--- src/verilog/opl_pkg.sv ---
// opl register map
// addresses, control bit positions, status layout and timer types
// shared by the register file and the timers

package opl_pkg;

    typedef logic [7:0] reg_addr_t;   // register address
    typedef logic [7:0] reg_data_t;   // register data byte
    typedef logic [7:0] timer_val_t;  // timer preset / count
    typedef logic [7:0] status_t;     // status byte

    localparam reg_addr_t ADDR_TIMER1     = 8'h02;
    localparam reg_addr_t ADDR_TIMER2     = 8'h03;
    localparam reg_addr_t ADDR_TIMER_CTRL = 8'h04;

    localparam int CTRL_IRQ_RST = 7;  // irq reset, self clearing
    localparam int CTRL_MT1     = 6;  // mask timer 1
    localparam int CTRL_MT2     = 5;  // mask timer 2
    localparam int CTRL_ST2     = 1;  // start timer 2
    localparam int CTRL_ST1     = 0;  // start timer 1

    localparam int STATUS_IRQ = 7;
    localparam int STATUS_FT1 = 6;
    localparam int STATUS_FT2 = 5;

    localparam timer_val_t TIMER_MAX = 8'hFF;  // overflow point

    localparam int TIMER1_TICK_SAMPLES = 4;   // sample enables per timer 1 tick
    localparam int TIMER2_TICK_SAMPLES = 16;  // sample enables per timer 2 tick

    localparam int PRESCALE_W = $clog2(TIMER2_TICK_SAMPLES);  // wide enough for both
    typedef logic [PRESCALE_W-1:0] prescale_t;

    // last prescaler count per timer, index 0 is timer 1
    localparam logic [1:0][PRESCALE_W-1:0] PRESCALE_LAST = {
        PRESCALE_W'(TIMER2_TICK_SAMPLES - 1),
        PRESCALE_W'(TIMER1_TICK_SAMPLES - 1)
    };

endpackage

--- src/verilog/audio_pkg.sv ---
// audio path definitions
// sample widths, sample rate divider, i2s framing and transmitter states

package audio_pkg;

    localparam int SAMPLE_WIDTH = 16;  // one channel sample
    localparam int DAC_WIDTH    = 24;  // mixed word sent to the dac

    typedef logic signed [SAMPLE_WIDTH-1:0] sample_t;
    typedef logic signed [DAC_WIDTH-1:0]    dac_sample_t;

    localparam int MIX_SHIFT = 7;  // scale 17-bit sum up to 24 bits

    localparam int SAMPLE_DIV   = 256;  // system clocks per sample
    localparam int SAMPLE_DIV_W = $clog2(SAMPLE_DIV);

    localparam int I2S_BIT_CLKS    = 4;   // clocks per bit slot
    localparam int I2S_BIT_W       = $clog2(I2S_BIT_CLKS);
    localparam int I2S_SLOT_BITS   = 32;  // slots per channel half
    localparam int I2S_FRAME_SLOTS = 2 * I2S_SLOT_BITS;
    localparam int I2S_SLOT_W      = $clog2(I2S_FRAME_SLOTS);

    typedef enum logic [1:0] {
        IDLE,   // waiting for a latched sample
        LEFT,   // ws low half
        RIGHT   // ws high half
    } i2s_state_t;

endpackage

--- src/verilog/opl_timer_if.sv ---
// timer settings bundle
// presets, start and mask bits and the irq reset pulse,
// driven by the register file and consumed by the timers

`timescale 1ns/1ps

interface opl_timer_if;

    opl_pkg::timer_val_t timer1;  // timer 1 preset
    opl_pkg::timer_val_t timer2;  // timer 2 preset
    logic                st1;     // run timer 1
    logic                st2;     // run timer 2
    logic                mt1;     // mask timer 1 flag
    logic                mt2;     // mask timer 2 flag
    logic                irq_rst; // one cycle clear of flags and irq

    modport regs (
        output timer1, timer2, st1, st2, mt1, mt2, irq_rst
    );

    modport timers (
        input timer1, timer2, st1, st2, mt1, mt2, irq_rst
    );

endinterface

--- src/verilog/sample_clk_div.sv ---
// sample clock enable
// free running divider, one clock wide pulse every SAMPLE_DIV clocks
// time base for the timers and the i2s transmitter

`timescale 1ns/1ps

module sample_clk_div (
    input  logic clk,
    input  logic rst_n,
    output logic sample_clk_en
);

    logic [audio_pkg::SAMPLE_DIV_W-1:0] div_cnt;  // clock count within one sample

    always_ff @(posedge clk or negedge rst_n) begin
        if (!rst_n) begin
            div_cnt <= '0;
        end else if (div_cnt == audio_pkg::SAMPLE_DIV_W'(audio_pkg::SAMPLE_DIV - 1)) begin
            div_cnt <= '0;  // wrap at terminal count
        end else begin
            div_cnt <= div_cnt + 1'b1;
        end
    end

    // high during the last clock of each sample period
    assign sample_clk_en = (div_cnt == audio_pkg::SAMPLE_DIV_W'(audio_pkg::SAMPLE_DIV - 1));

endmodule

--- src/verilog/opl_reg_file.sv ---
// timer register file
// decodes byte writes to 0x02..0x04 into timer presets and control bits
// irq reset is issued as a single cycle pulse

`timescale 1ns/1ps

module opl_reg_file (
    input  logic              clk,
    input  logic              rst_n,
    input  logic              reg_wr,
    input  opl_pkg::reg_addr_t reg_addr,
    input  opl_pkg::reg_data_t reg_data,
    opl_timer_if.regs         tif
);

    opl_pkg::timer_val_t timer1_q;  // timer 1 preset
    opl_pkg::timer_val_t timer2_q;  // timer 2 preset
    logic                st1_q;
    logic                st2_q;
    logic                mt1_q;
    logic                mt2_q;
    logic                irq_rst_q;  // pulse, never held

    always_ff @(posedge clk or negedge rst_n) begin
        if (!rst_n) begin
            timer1_q  <= '0;
            timer2_q  <= '0;
            st1_q     <= 1'b0;
            st2_q     <= 1'b0;
            mt1_q     <= 1'b0;
            mt2_q     <= 1'b0;
            irq_rst_q <= 1'b0;
        end else begin
            irq_rst_q <= 1'b0;  // default, drops after one cycle
            if (reg_wr) begin
                case (reg_addr)
                    opl_pkg::ADDR_TIMER1: timer1_q <= opl_pkg::timer_val_t'(reg_data);
                    opl_pkg::ADDR_TIMER2: timer2_q <= opl_pkg::timer_val_t'(reg_data);
                    opl_pkg::ADDR_TIMER_CTRL: begin
                        if (reg_data[opl_pkg::CTRL_IRQ_RST]) begin
                            irq_rst_q <= 1'b1;  // other control bits untouched
                        end else begin
                            st1_q <= reg_data[opl_pkg::CTRL_ST1];
                            st2_q <= reg_data[opl_pkg::CTRL_ST2];
                            mt1_q <= reg_data[opl_pkg::CTRL_MT1];
                            mt2_q <= reg_data[opl_pkg::CTRL_MT2];
                        end
                    end
                    default: ;  // other addresses belong to the synth core
                endcase
            end
        end
    end

    assign tif.timer1  = timer1_q;
    assign tif.timer2  = timer2_q;
    assign tif.st1     = st1_q;
    assign tif.st2     = st2_q;
    assign tif.mt1     = mt1_q;
    assign tif.mt2     = mt2_q;
    assign tif.irq_rst = irq_rst_q;

endmodule

--- src/verilog/opl_timers.sv ---
// opl timers
// two prescaled, loadable 8-bit up-counters with reload on overflow,
// sticky overflow flags, masks, registered irq and the status byte

`timescale 1ns/1ps

module opl_timers (
    input  logic             clk,
    input  logic             rst_n,
    input  logic             sample_clk_en,
    opl_timer_if.timers      tif,
    output logic             irq,
    output opl_pkg::status_t status
);

    // index 0 is timer 1, index 1 is timer 2
    logic [1:0]          st;      // run bits
    logic [1:0]          mt;      // mask bits
    logic [1:0]          st_d;    // run bits last cycle, for start detect
    logic [1:0]          tick;    // counter advances this cycle
    logic [1:0]          ovf;     // counter wraps this cycle
    logic [1:0]          ft;      // sticky overflow flags
    logic [1:0]          ft_nxt;
    opl_pkg::timer_val_t preset [2];
    opl_pkg::timer_val_t cnt    [2];
    opl_pkg::prescale_t  pre    [2];  // sample enables within a tick

    assign st        = {tif.st2, tif.st1};
    assign mt        = {tif.mt2, tif.mt1};
    assign preset[0] = tif.timer1;
    assign preset[1] = tif.timer2;

    always_comb begin
        for (int i = 0; i < 2; i++) begin
            tick[i] = st[i] && st_d[i] && sample_clk_en
                      && (pre[i] == opl_pkg::PRESCALE_LAST[i]);
            ovf[i]  = tick[i] && (cnt[i] == opl_pkg::TIMER_MAX);
        end
    end

    // masked timers never raise their flag
    assign ft_nxt = tif.irq_rst ? 2'b00 : (ft | (ovf & ~mt));

    always_ff @(posedge clk or negedge rst_n) begin
        if (!rst_n) begin
            st_d <= 2'b00;
            for (int i = 0; i < 2; i++) begin
                cnt[i] <= '0;
                pre[i] <= '0;
            end
        end else begin
            st_d <= st;
            for (int i = 0; i < 2; i++) begin
                if (st[i] && !st_d[i]) begin
                    cnt[i] <= preset[i];  // start: load preset, restart prescaler
                    pre[i] <= '0;
                end else if (st[i] && sample_clk_en) begin
                    pre[i] <= (pre[i] == opl_pkg::PRESCALE_LAST[i]) ? '0 : pre[i] + 1'b1;
                    if (tick[i]) begin
                        cnt[i] <= ovf[i] ? preset[i] : cnt[i] + 1'b1;  // reload on wrap
                    end
                end
            end
        end
    end

    always_ff @(posedge clk or negedge rst_n) begin
        if (!rst_n) begin
            ft  <= 2'b00;
            irq <= 1'b0;
        end else begin
            ft  <= ft_nxt;
            irq <= |(ft_nxt & ~mt);  // lands with the flags
        end
    end

    always_comb begin
        status                      = '0;
        status[opl_pkg::STATUS_IRQ] = irq;
        status[opl_pkg::STATUS_FT1] = ft[0];
        status[opl_pkg::STATUS_FT2] = ft[1];
    end

endmodule

--- src/verilog/i2s_tx.sv ---
// i2s transmitter
// mixes channels a+c and b+d into 24-bit words on the sample enable,
// then sends one 64 slot stereo frame, 4 clocks per slot, msb first

`timescale 1ns/1ps

module i2s_tx (
    input  logic               clk,
    input  logic               rst_n,
    input  logic               sample_clk_en,
    input  audio_pkg::sample_t channel_a,
    input  audio_pkg::sample_t channel_b,
    input  audio_pkg::sample_t channel_c,
    input  audio_pkg::sample_t channel_d,
    output logic               i2s_sclk,
    output logic               i2s_ws,
    output logic               i2s_sd
);

    audio_pkg::i2s_state_t                state;
    logic [audio_pkg::I2S_BIT_W-1:0]      bit_cnt;   // clock within slot
    logic [audio_pkg::I2S_SLOT_W-1:0]     slot;      // slot within frame
    logic [audio_pkg::I2S_SLOT_W-2:0]     half_pos;  // slot within channel half
    audio_pkg::dac_sample_t               mix_l;
    audio_pkg::dac_sample_t               mix_r;
    audio_pkg::dac_sample_t               hold_l;    // next words, wait for frame start
    audio_pkg::dac_sample_t               hold_r;
    audio_pkg::dac_sample_t               tx_sh;     // word being shifted out
    logic                                 start_pend;
    logic                                 start_go;
    logic                                 slot_end;
    logic                                 half_end;
    logic                                 frame_end;
    logic                                 data_slot;

    // sign extend before the add so negative sums survive
    assign mix_l = (audio_pkg::dac_sample_t'(channel_a) + audio_pkg::dac_sample_t'(channel_c))
                   <<< audio_pkg::MIX_SHIFT;
    assign mix_r = (audio_pkg::dac_sample_t'(channel_b) + audio_pkg::dac_sample_t'(channel_d))
                   <<< audio_pkg::MIX_SHIFT;

    assign half_pos  = slot[audio_pkg::I2S_SLOT_W-2:0];
    assign slot_end  = (bit_cnt == audio_pkg::I2S_BIT_W'(audio_pkg::I2S_BIT_CLKS - 1));
    assign half_end  = slot_end && (half_pos == '1);
    assign frame_end = half_end && (state == audio_pkg::RIGHT);
    assign start_go  = start_pend && ((state == audio_pkg::IDLE) || frame_end);
    // slot 0 of each half is the one bit delay, then 24 data slots
    assign data_slot = (half_pos != '0) && (int'(half_pos) <= audio_pkg::DAC_WIDTH);

    always_ff @(posedge clk) begin
        if (sample_clk_en) begin
            hold_l <= mix_l;
            hold_r <= mix_r;
        end
    end

    always_ff @(posedge clk or negedge rst_n) begin
        if (!rst_n) begin
            start_pend <= 1'b0;
        end else begin
            if (start_go)
                start_pend <= 1'b0;
            if (sample_clk_en)
                start_pend <= 1'b1;  // new words waiting
        end
    end

    always_ff @(posedge clk or negedge rst_n) begin
        if (!rst_n) begin
            state   <= audio_pkg::IDLE;
            bit_cnt <= '0;
            slot    <= '0;
        end else if (start_go) begin
            state   <= audio_pkg::LEFT;
            bit_cnt <= '0;
            slot    <= '0;
        end else if (state != audio_pkg::IDLE) begin
            bit_cnt <= slot_end ? '0 : bit_cnt + 1'b1;
            if (slot_end)
                slot <= slot + 1'b1;  // wraps to 0 at frame end
            if (half_end)
                state <= (state == audio_pkg::LEFT) ? audio_pkg::RIGHT : audio_pkg::IDLE;
        end
    end

    always_ff @(posedge clk) begin
        if (start_go)
            tx_sh <= hold_l;
        else if (half_end && (state == audio_pkg::LEFT))
            tx_sh <= hold_r;  // swap in right word at ws edge
        else if (slot_end && data_slot)
            tx_sh <= tx_sh << 1;
    end

    // sclk low for first half of the slot, high for second half
    assign i2s_sclk = (state != audio_pkg::IDLE)
                      && (bit_cnt >= audio_pkg::I2S_BIT_W'(audio_pkg::I2S_BIT_CLKS / 2));
    assign i2s_ws   = (state == audio_pkg::RIGHT);
    assign i2s_sd   = (state != audio_pkg::IDLE) && data_slot
                      && tx_sh[audio_pkg::DAC_WIDTH-1];

endmodule

--- src/verilog/opl_core.sv ---
// opl sound output and timer core
// register write port, sample time base, chip timers with irq/status,
// and stereo mix of four channel samples out over i2s

`timescale 1ns/1ps

module opl_core (
    input  logic               clk,
    input  logic               rst_n,
    input  logic               reg_wr,     // one cycle write strobe
    input  opl_pkg::reg_addr_t reg_addr,
    input  opl_pkg::reg_data_t reg_data,
    input  audio_pkg::sample_t channel_a,
    input  audio_pkg::sample_t channel_b,
    input  audio_pkg::sample_t channel_c,
    input  audio_pkg::sample_t channel_d,
    output logic               irq,
    output opl_pkg::status_t   status,
    output logic               i2s_sclk,
    output logic               i2s_ws,
    output logic               i2s_sd
);

    logic sample_clk_en;  // one pulse per sample period

    opl_timer_if tif ();

    sample_clk_div u_sample_clk_div (
        .clk           (clk),
        .rst_n         (rst_n),
        .sample_clk_en (sample_clk_en)
    );

    opl_reg_file u_reg_file (
        .clk      (clk),
        .rst_n    (rst_n),
        .reg_wr   (reg_wr),
        .reg_addr (reg_addr),
        .reg_data (reg_data),
        .tif      (tif.regs)
    );

    opl_timers u_timers (
        .clk           (clk),
        .rst_n         (rst_n),
        .sample_clk_en (sample_clk_en),
        .tif           (tif.timers),
        .irq           (irq),
        .status        (status)
    );

    i2s_tx u_i2s_tx (
        .clk           (clk),
        .rst_n         (rst_n),
        .sample_clk_en (sample_clk_en),
        .channel_a     (channel_a),
        .channel_b     (channel_b),
        .channel_c     (channel_c),
        .channel_d     (channel_d),
        .i2s_sclk      (i2s_sclk),
        .i2s_ws        (i2s_ws),
        .i2s_sd        (i2s_sd)
    );

endmodule

--- config.mk ---
export PLATFORM = sky130hd
export DESIGN_NAME = opl_core
export DESIGN_NICKNAME = d
export VERILOG_FILES = /design/src/verilog/opl_pkg.sv /design/src/verilog/audio_pkg.sv /design/src/verilog/opl_timer_if.sv /design/src/verilog/sample_clk_div.sv /design/src/verilog/opl_reg_file.sv /design/src/verilog/opl_timers.sv /design/src/verilog/i2s_tx.sv /design/src/verilog/opl_core.sv
export SDC_FILE = /design/constraint.sdc
export NUM_CORES = 1
export LEC_CHECK = 0
export ABC_AREA = 1
export CORE_ASPECT_RATIO = 1.25
export CORE_MARGIN = 2
export CORE_UTILIZATION = 40
export DETAILED_ROUTE_END_ITERATION = 16
export DONT_BUFFER_PORTS = 1
export HOLD_SLACK_MARGIN = 0.15
export PLACE_DENSITY = 0.67
export SETUP_SLACK_MARGIN = 0.2
export SLEW_MARGIN = 20
export SYNTH_ARGS = -nofsm -noshare
export SYNTH_HDL_FRONTEND = slang
export SYNTH_SLANG_ARGS = --single-unit
--- constraint.sdc ---
create_clock -name clk -period 2.19 [get_ports clk]
set_input_delay 0.219 -clock clk [delete_from_list [all_inputs] [get_ports clk]]
set_output_delay 0.219 -clock clk [all_outputs]
set_load 0.01 [all_outputs]
==> metrics.csv <==
stage,metric,value,unit
timing,setup_viol,0,
synthesis,synth_cell_types,41,
global_route,grt_overflow,0,
setup_path,startpoint_type,register,
place,gp_congestion,0.859,
drt,drc,0,
synthesis,syn-cell-area,7170,um^2
pwr,seqPwrFrac,41.7,%
final_layout,finish.instance_area,8450,um^2
pwr,clock_power_share,47.2,%
run_status,outcome,"finished, final reports clean",
global_route,antenna_found_initial,0,
clocking,cts_buffers,17,
worst_hold_path,hold_class,input port to register,
place,port_buffers,0,
final_layout,utilization,48.3,%
setup_path,crit_fanout,9,
timing,setup_tns,0,ns
timing,worst_pin_slew,0.520,ns
global_route,grt_pass1_wl,24500,um
floorplan,rows,54,
flow_run,maxCapViolCount,0,
drt,wl,15300,um
pwr,max-vdd-ir-drop,532,uV
final_layout,area_growth,17.8,%
clocking,insertion_delay,0.41,ns
drt,ant_nets,0,
pwr,power.leakage,4.00,nW
floorplan,initial_core_util,41.0,%
drt,vias,5789,
pwr,powerDensity,687,nW/um^2
clocking,clock_sinks,119,
timing,slew_headroom,65.0,%
setup_path,cpMaxStageDelayCell,dfrtp_1,
synthesis,seq_area_frac_synth,45.1,%
setup_path,path_cells,ha_2 -> inv_2 -> nor3_2 -> ha_2 -> nand2_2 -> nand2_2 -> nand3_4 -> buf_6 -> o211ai_1 -> clkbuf_16,
global_route,grt_pass1_vias,5464,
timing,finalHoldWorstSlack,0.210,ns
final_layout,final_cell_mix,"227 x nand2_1, 106 x inv_1, 84 x nand3_1",
final_layout,layout_commonest_cell,nand2_1,
final_layout,antenna_cells,0,
drt,firstDrtPassIters,5,
drt,drt-wirelength-per-cell,13.4,um
clocking,clockRootBuffer,clkbuf_16,
synthesis,synth-seq-cells,119,
timing,fin_crit_sh,92.5,%
timing,slew_viol_final,0,
setup_path,endpoint_kind,register,
place,hpwl,11100,um
global_route,grt_usage,16.3,%
floorplan,die_area,19000,um^2
setup_path,worstPathRequired,2.31,ns
place,dpl_cell_area,7480,um^2
setup_path,arrival,2.15,ns
floorplan,die_h,154,um
clocking,htree_levels,4,
timing,fmax,494,MHz
pwr,internal_power,4.40,mW
pwr,p_sw,1.40,mW
pwr,power.total,5.80,mW
synthesis,synthCells,862,
timing,hold_viol_final,0,
final_layout,fillers,1635,
floorplan,die_x,124,um
global_route,grt_max_degree,69,
final_layout,drive_gt1_share,9.67,%
clocking,cts_tree,yes,
setup_path,crit_type,register to register,
timing,rsz0062_at_grt,yes,
timing,timing.final.crit_period,2.03,ns
synthesis,synth_warnings,0,
pwr,swShare,24.1,%
pwr,power_frac_comb,11.1,%
final_layout,nets,1034,
drt,via_per_inst,5.06,
timing,worst_clock_skew,0.00666,ns
floorplan,ios,95,
clocking,clk_pin_slew_worst_paths,0.06,ns
setup_path,max_stage_delay,0.38,ns
drt,drt_iter0_drc,336,
synthesis,avgSynthCellArea,8.32,um^2
floorplan,core_area,17500,um^2
clocking,clock_path_buffers,2,
-- repair_timing --
action                                 4_1_cts  5_1_grt
resized for setup                            2       19
hold buffers                                18        0
buffers inserted                             0       10
cloned                                       0        2
setup endpoints to repair                   15       38
pin swaps                                    0        2
endpoints found under the hold margin       92        0
-- cell usage after synthesis (all sizes together) --
master / count / area share, %
nor3: 10 / 0.84
o21bai: 1 / 0.10
a21oi: 42 / 3.0
nor3b: 1 / 0.10
mux2i: 16 / 2.2
nor4: 1 / 0.087
conb: 1 / 0.052
inv: 113 / 5.9
nor2: 56 / 3.6
clkbuf: 3 / 0.16
o2111ai: 1 / 0.12
ha: 42 / 7.3
xor2: 23 / 2.8
xnor2: 5 / 0.61
o31ai: 3 / 0.31
o21a: 2 / 0.21
a21o: 3 / 0.31
and2: 1 / 0.087
a211oi: 2 / 0.21
nand3: 88 / 6.5
dfrtp: 68 / 24
o211ai: 1 / 0.10
nand3b: 1 / 0.10
o21ai: 63 / 4.4
nand2: 238 / 13
fa: 2 / 0.56
edfxtp: 51 / 21
or2: 1 / 0.087
buf: 13 / 1.2
o22ai: 1 / 0.087
nand4: 9 / 0.87
-- critical path, delay by kind of cell (launching register included) --
| family | cells | cell delay [ns] |
|---|---|---|
| AOI/OAI and AO/OA | 1 | 0.18 |
| adders and majority gates | 2 | 0.41 |
| buffers and inverters | 3 | 0.42 |
| DFF | 1 | 0.38 |
| and+or+nand+nor | 4 | 0.35 |
-- stage by stage --
step	setup slack (ns)	cells
finish	0.164	1144
detailed placement	0.177	1082
global placement	0.266	1082
floorplan	-0.0217	866
CTS	0.217	1132
global route	0.0683	1144
-- kinds of logic (layout without fill, tap and decap cells) --
logic type,Yosys count,after routing,synth area share [%]
AOI/OAI and AO/OA,119,119,8.89
xor gates and xnor gates,28,28,3.42
adders and majority gates,44,44,7.88
buffers and inverters,129,183,7.25
DFF,119,119,45.1
muxes,16,16,2.23
other,1,5,0.0523
and+or+nand+nor,406,406,25.2
-- layer usage --
layer	track usage [%]	wire [um]
met3	4.71	666
met2	30.0	8270
met1	17.6	6170
met4	5.25	238
met5	0	0
-- state kept, by name (all words and copies together), names as in the netlist --
| name | flops |
|---|---|
| u_i2s_tx.hold_l | 17 |
| u_reg_file.tif.st2 | 1 |
| u_timers.irq | 1 |
| u_reg_file.tif.timer2 | 8 |
| u_sample_clk_div.div_cnt | 8 |
| u_i2s_tx.hold_r | 17 |
| u_i2s_tx.state | 2 |
| u_reg_file.tif.mt1 | 1 |
| u_reg_file.tif.irq_rst | 1 |
| u_reg_file.tif.mt2 | 1 |
| u_i2s_tx.start_pend | 1 |
| u_timers.st_d | 2 |
| u_timers.cnt | 16 |
| u_timers.ft | 2 |
| u_timers.pre | 8 |
| u_i2s_tx.bit_cnt | 2 |
| u_i2s_tx.tx_sh | 17 |
| u_i2s_tx.slot | 5 |
| u_reg_file.tif.st1 | 1 |
| u_reg_file.tif.timer1 | 8 |
-- final cells by class --
cell class	count	area [um^2]	area share (%)
inverter	113	427	5.05
clock buffer	17	425	5.03
tap	224	280	3.32
timing repair buffer	38	419	4.96
clock inverter	15	161	1.91
multi-input combinational	618	3500	41.5
sequential	119	3230	38.3
-- power groups by stage --
stage          clock network, mW  registers (mW)  logic, mW
2_1_floorplan                  0            2.45      0.471
3_3_place_gp                   0            2.46      0.579
3_5_place_dp                   0            2.46      0.585
4_1_cts                     2.79            2.42      0.648
5_1_grt                     2.90            2.42      0.745
6_report                    2.74            2.42      0.644
-- worst paths after layout --
| path | slack (ns) | depth (start not counted) | endpoint | start |
|---|---|---|---|---|
| worst max-delay path | 0.16 | 10 | u_i2s_tx.tx_sh[16] | u_i2s_tx.slot[1] |
| worst min-delay path | 0.21 | 3 | u_i2s_tx.hold_r[22] | channel_d[15] |
| worst max register to register | 0.16 | 10 | u_i2s_tx.tx_sh[16] | u_i2s_tx.slot[1] |
| worst min register to register | 0.46 | 0 | u_timers.st_d[0] | u_reg_file.tif.st1 |
| max in group asynchronous | 1.54 | 2 | u_i2s_tx.bit_cnt[0] | rst_n |
| min in group asynchronous | 0.35 | 2 | u_timers.cnt[1] | rst_n |
Power figures use the tool's default switching activity.
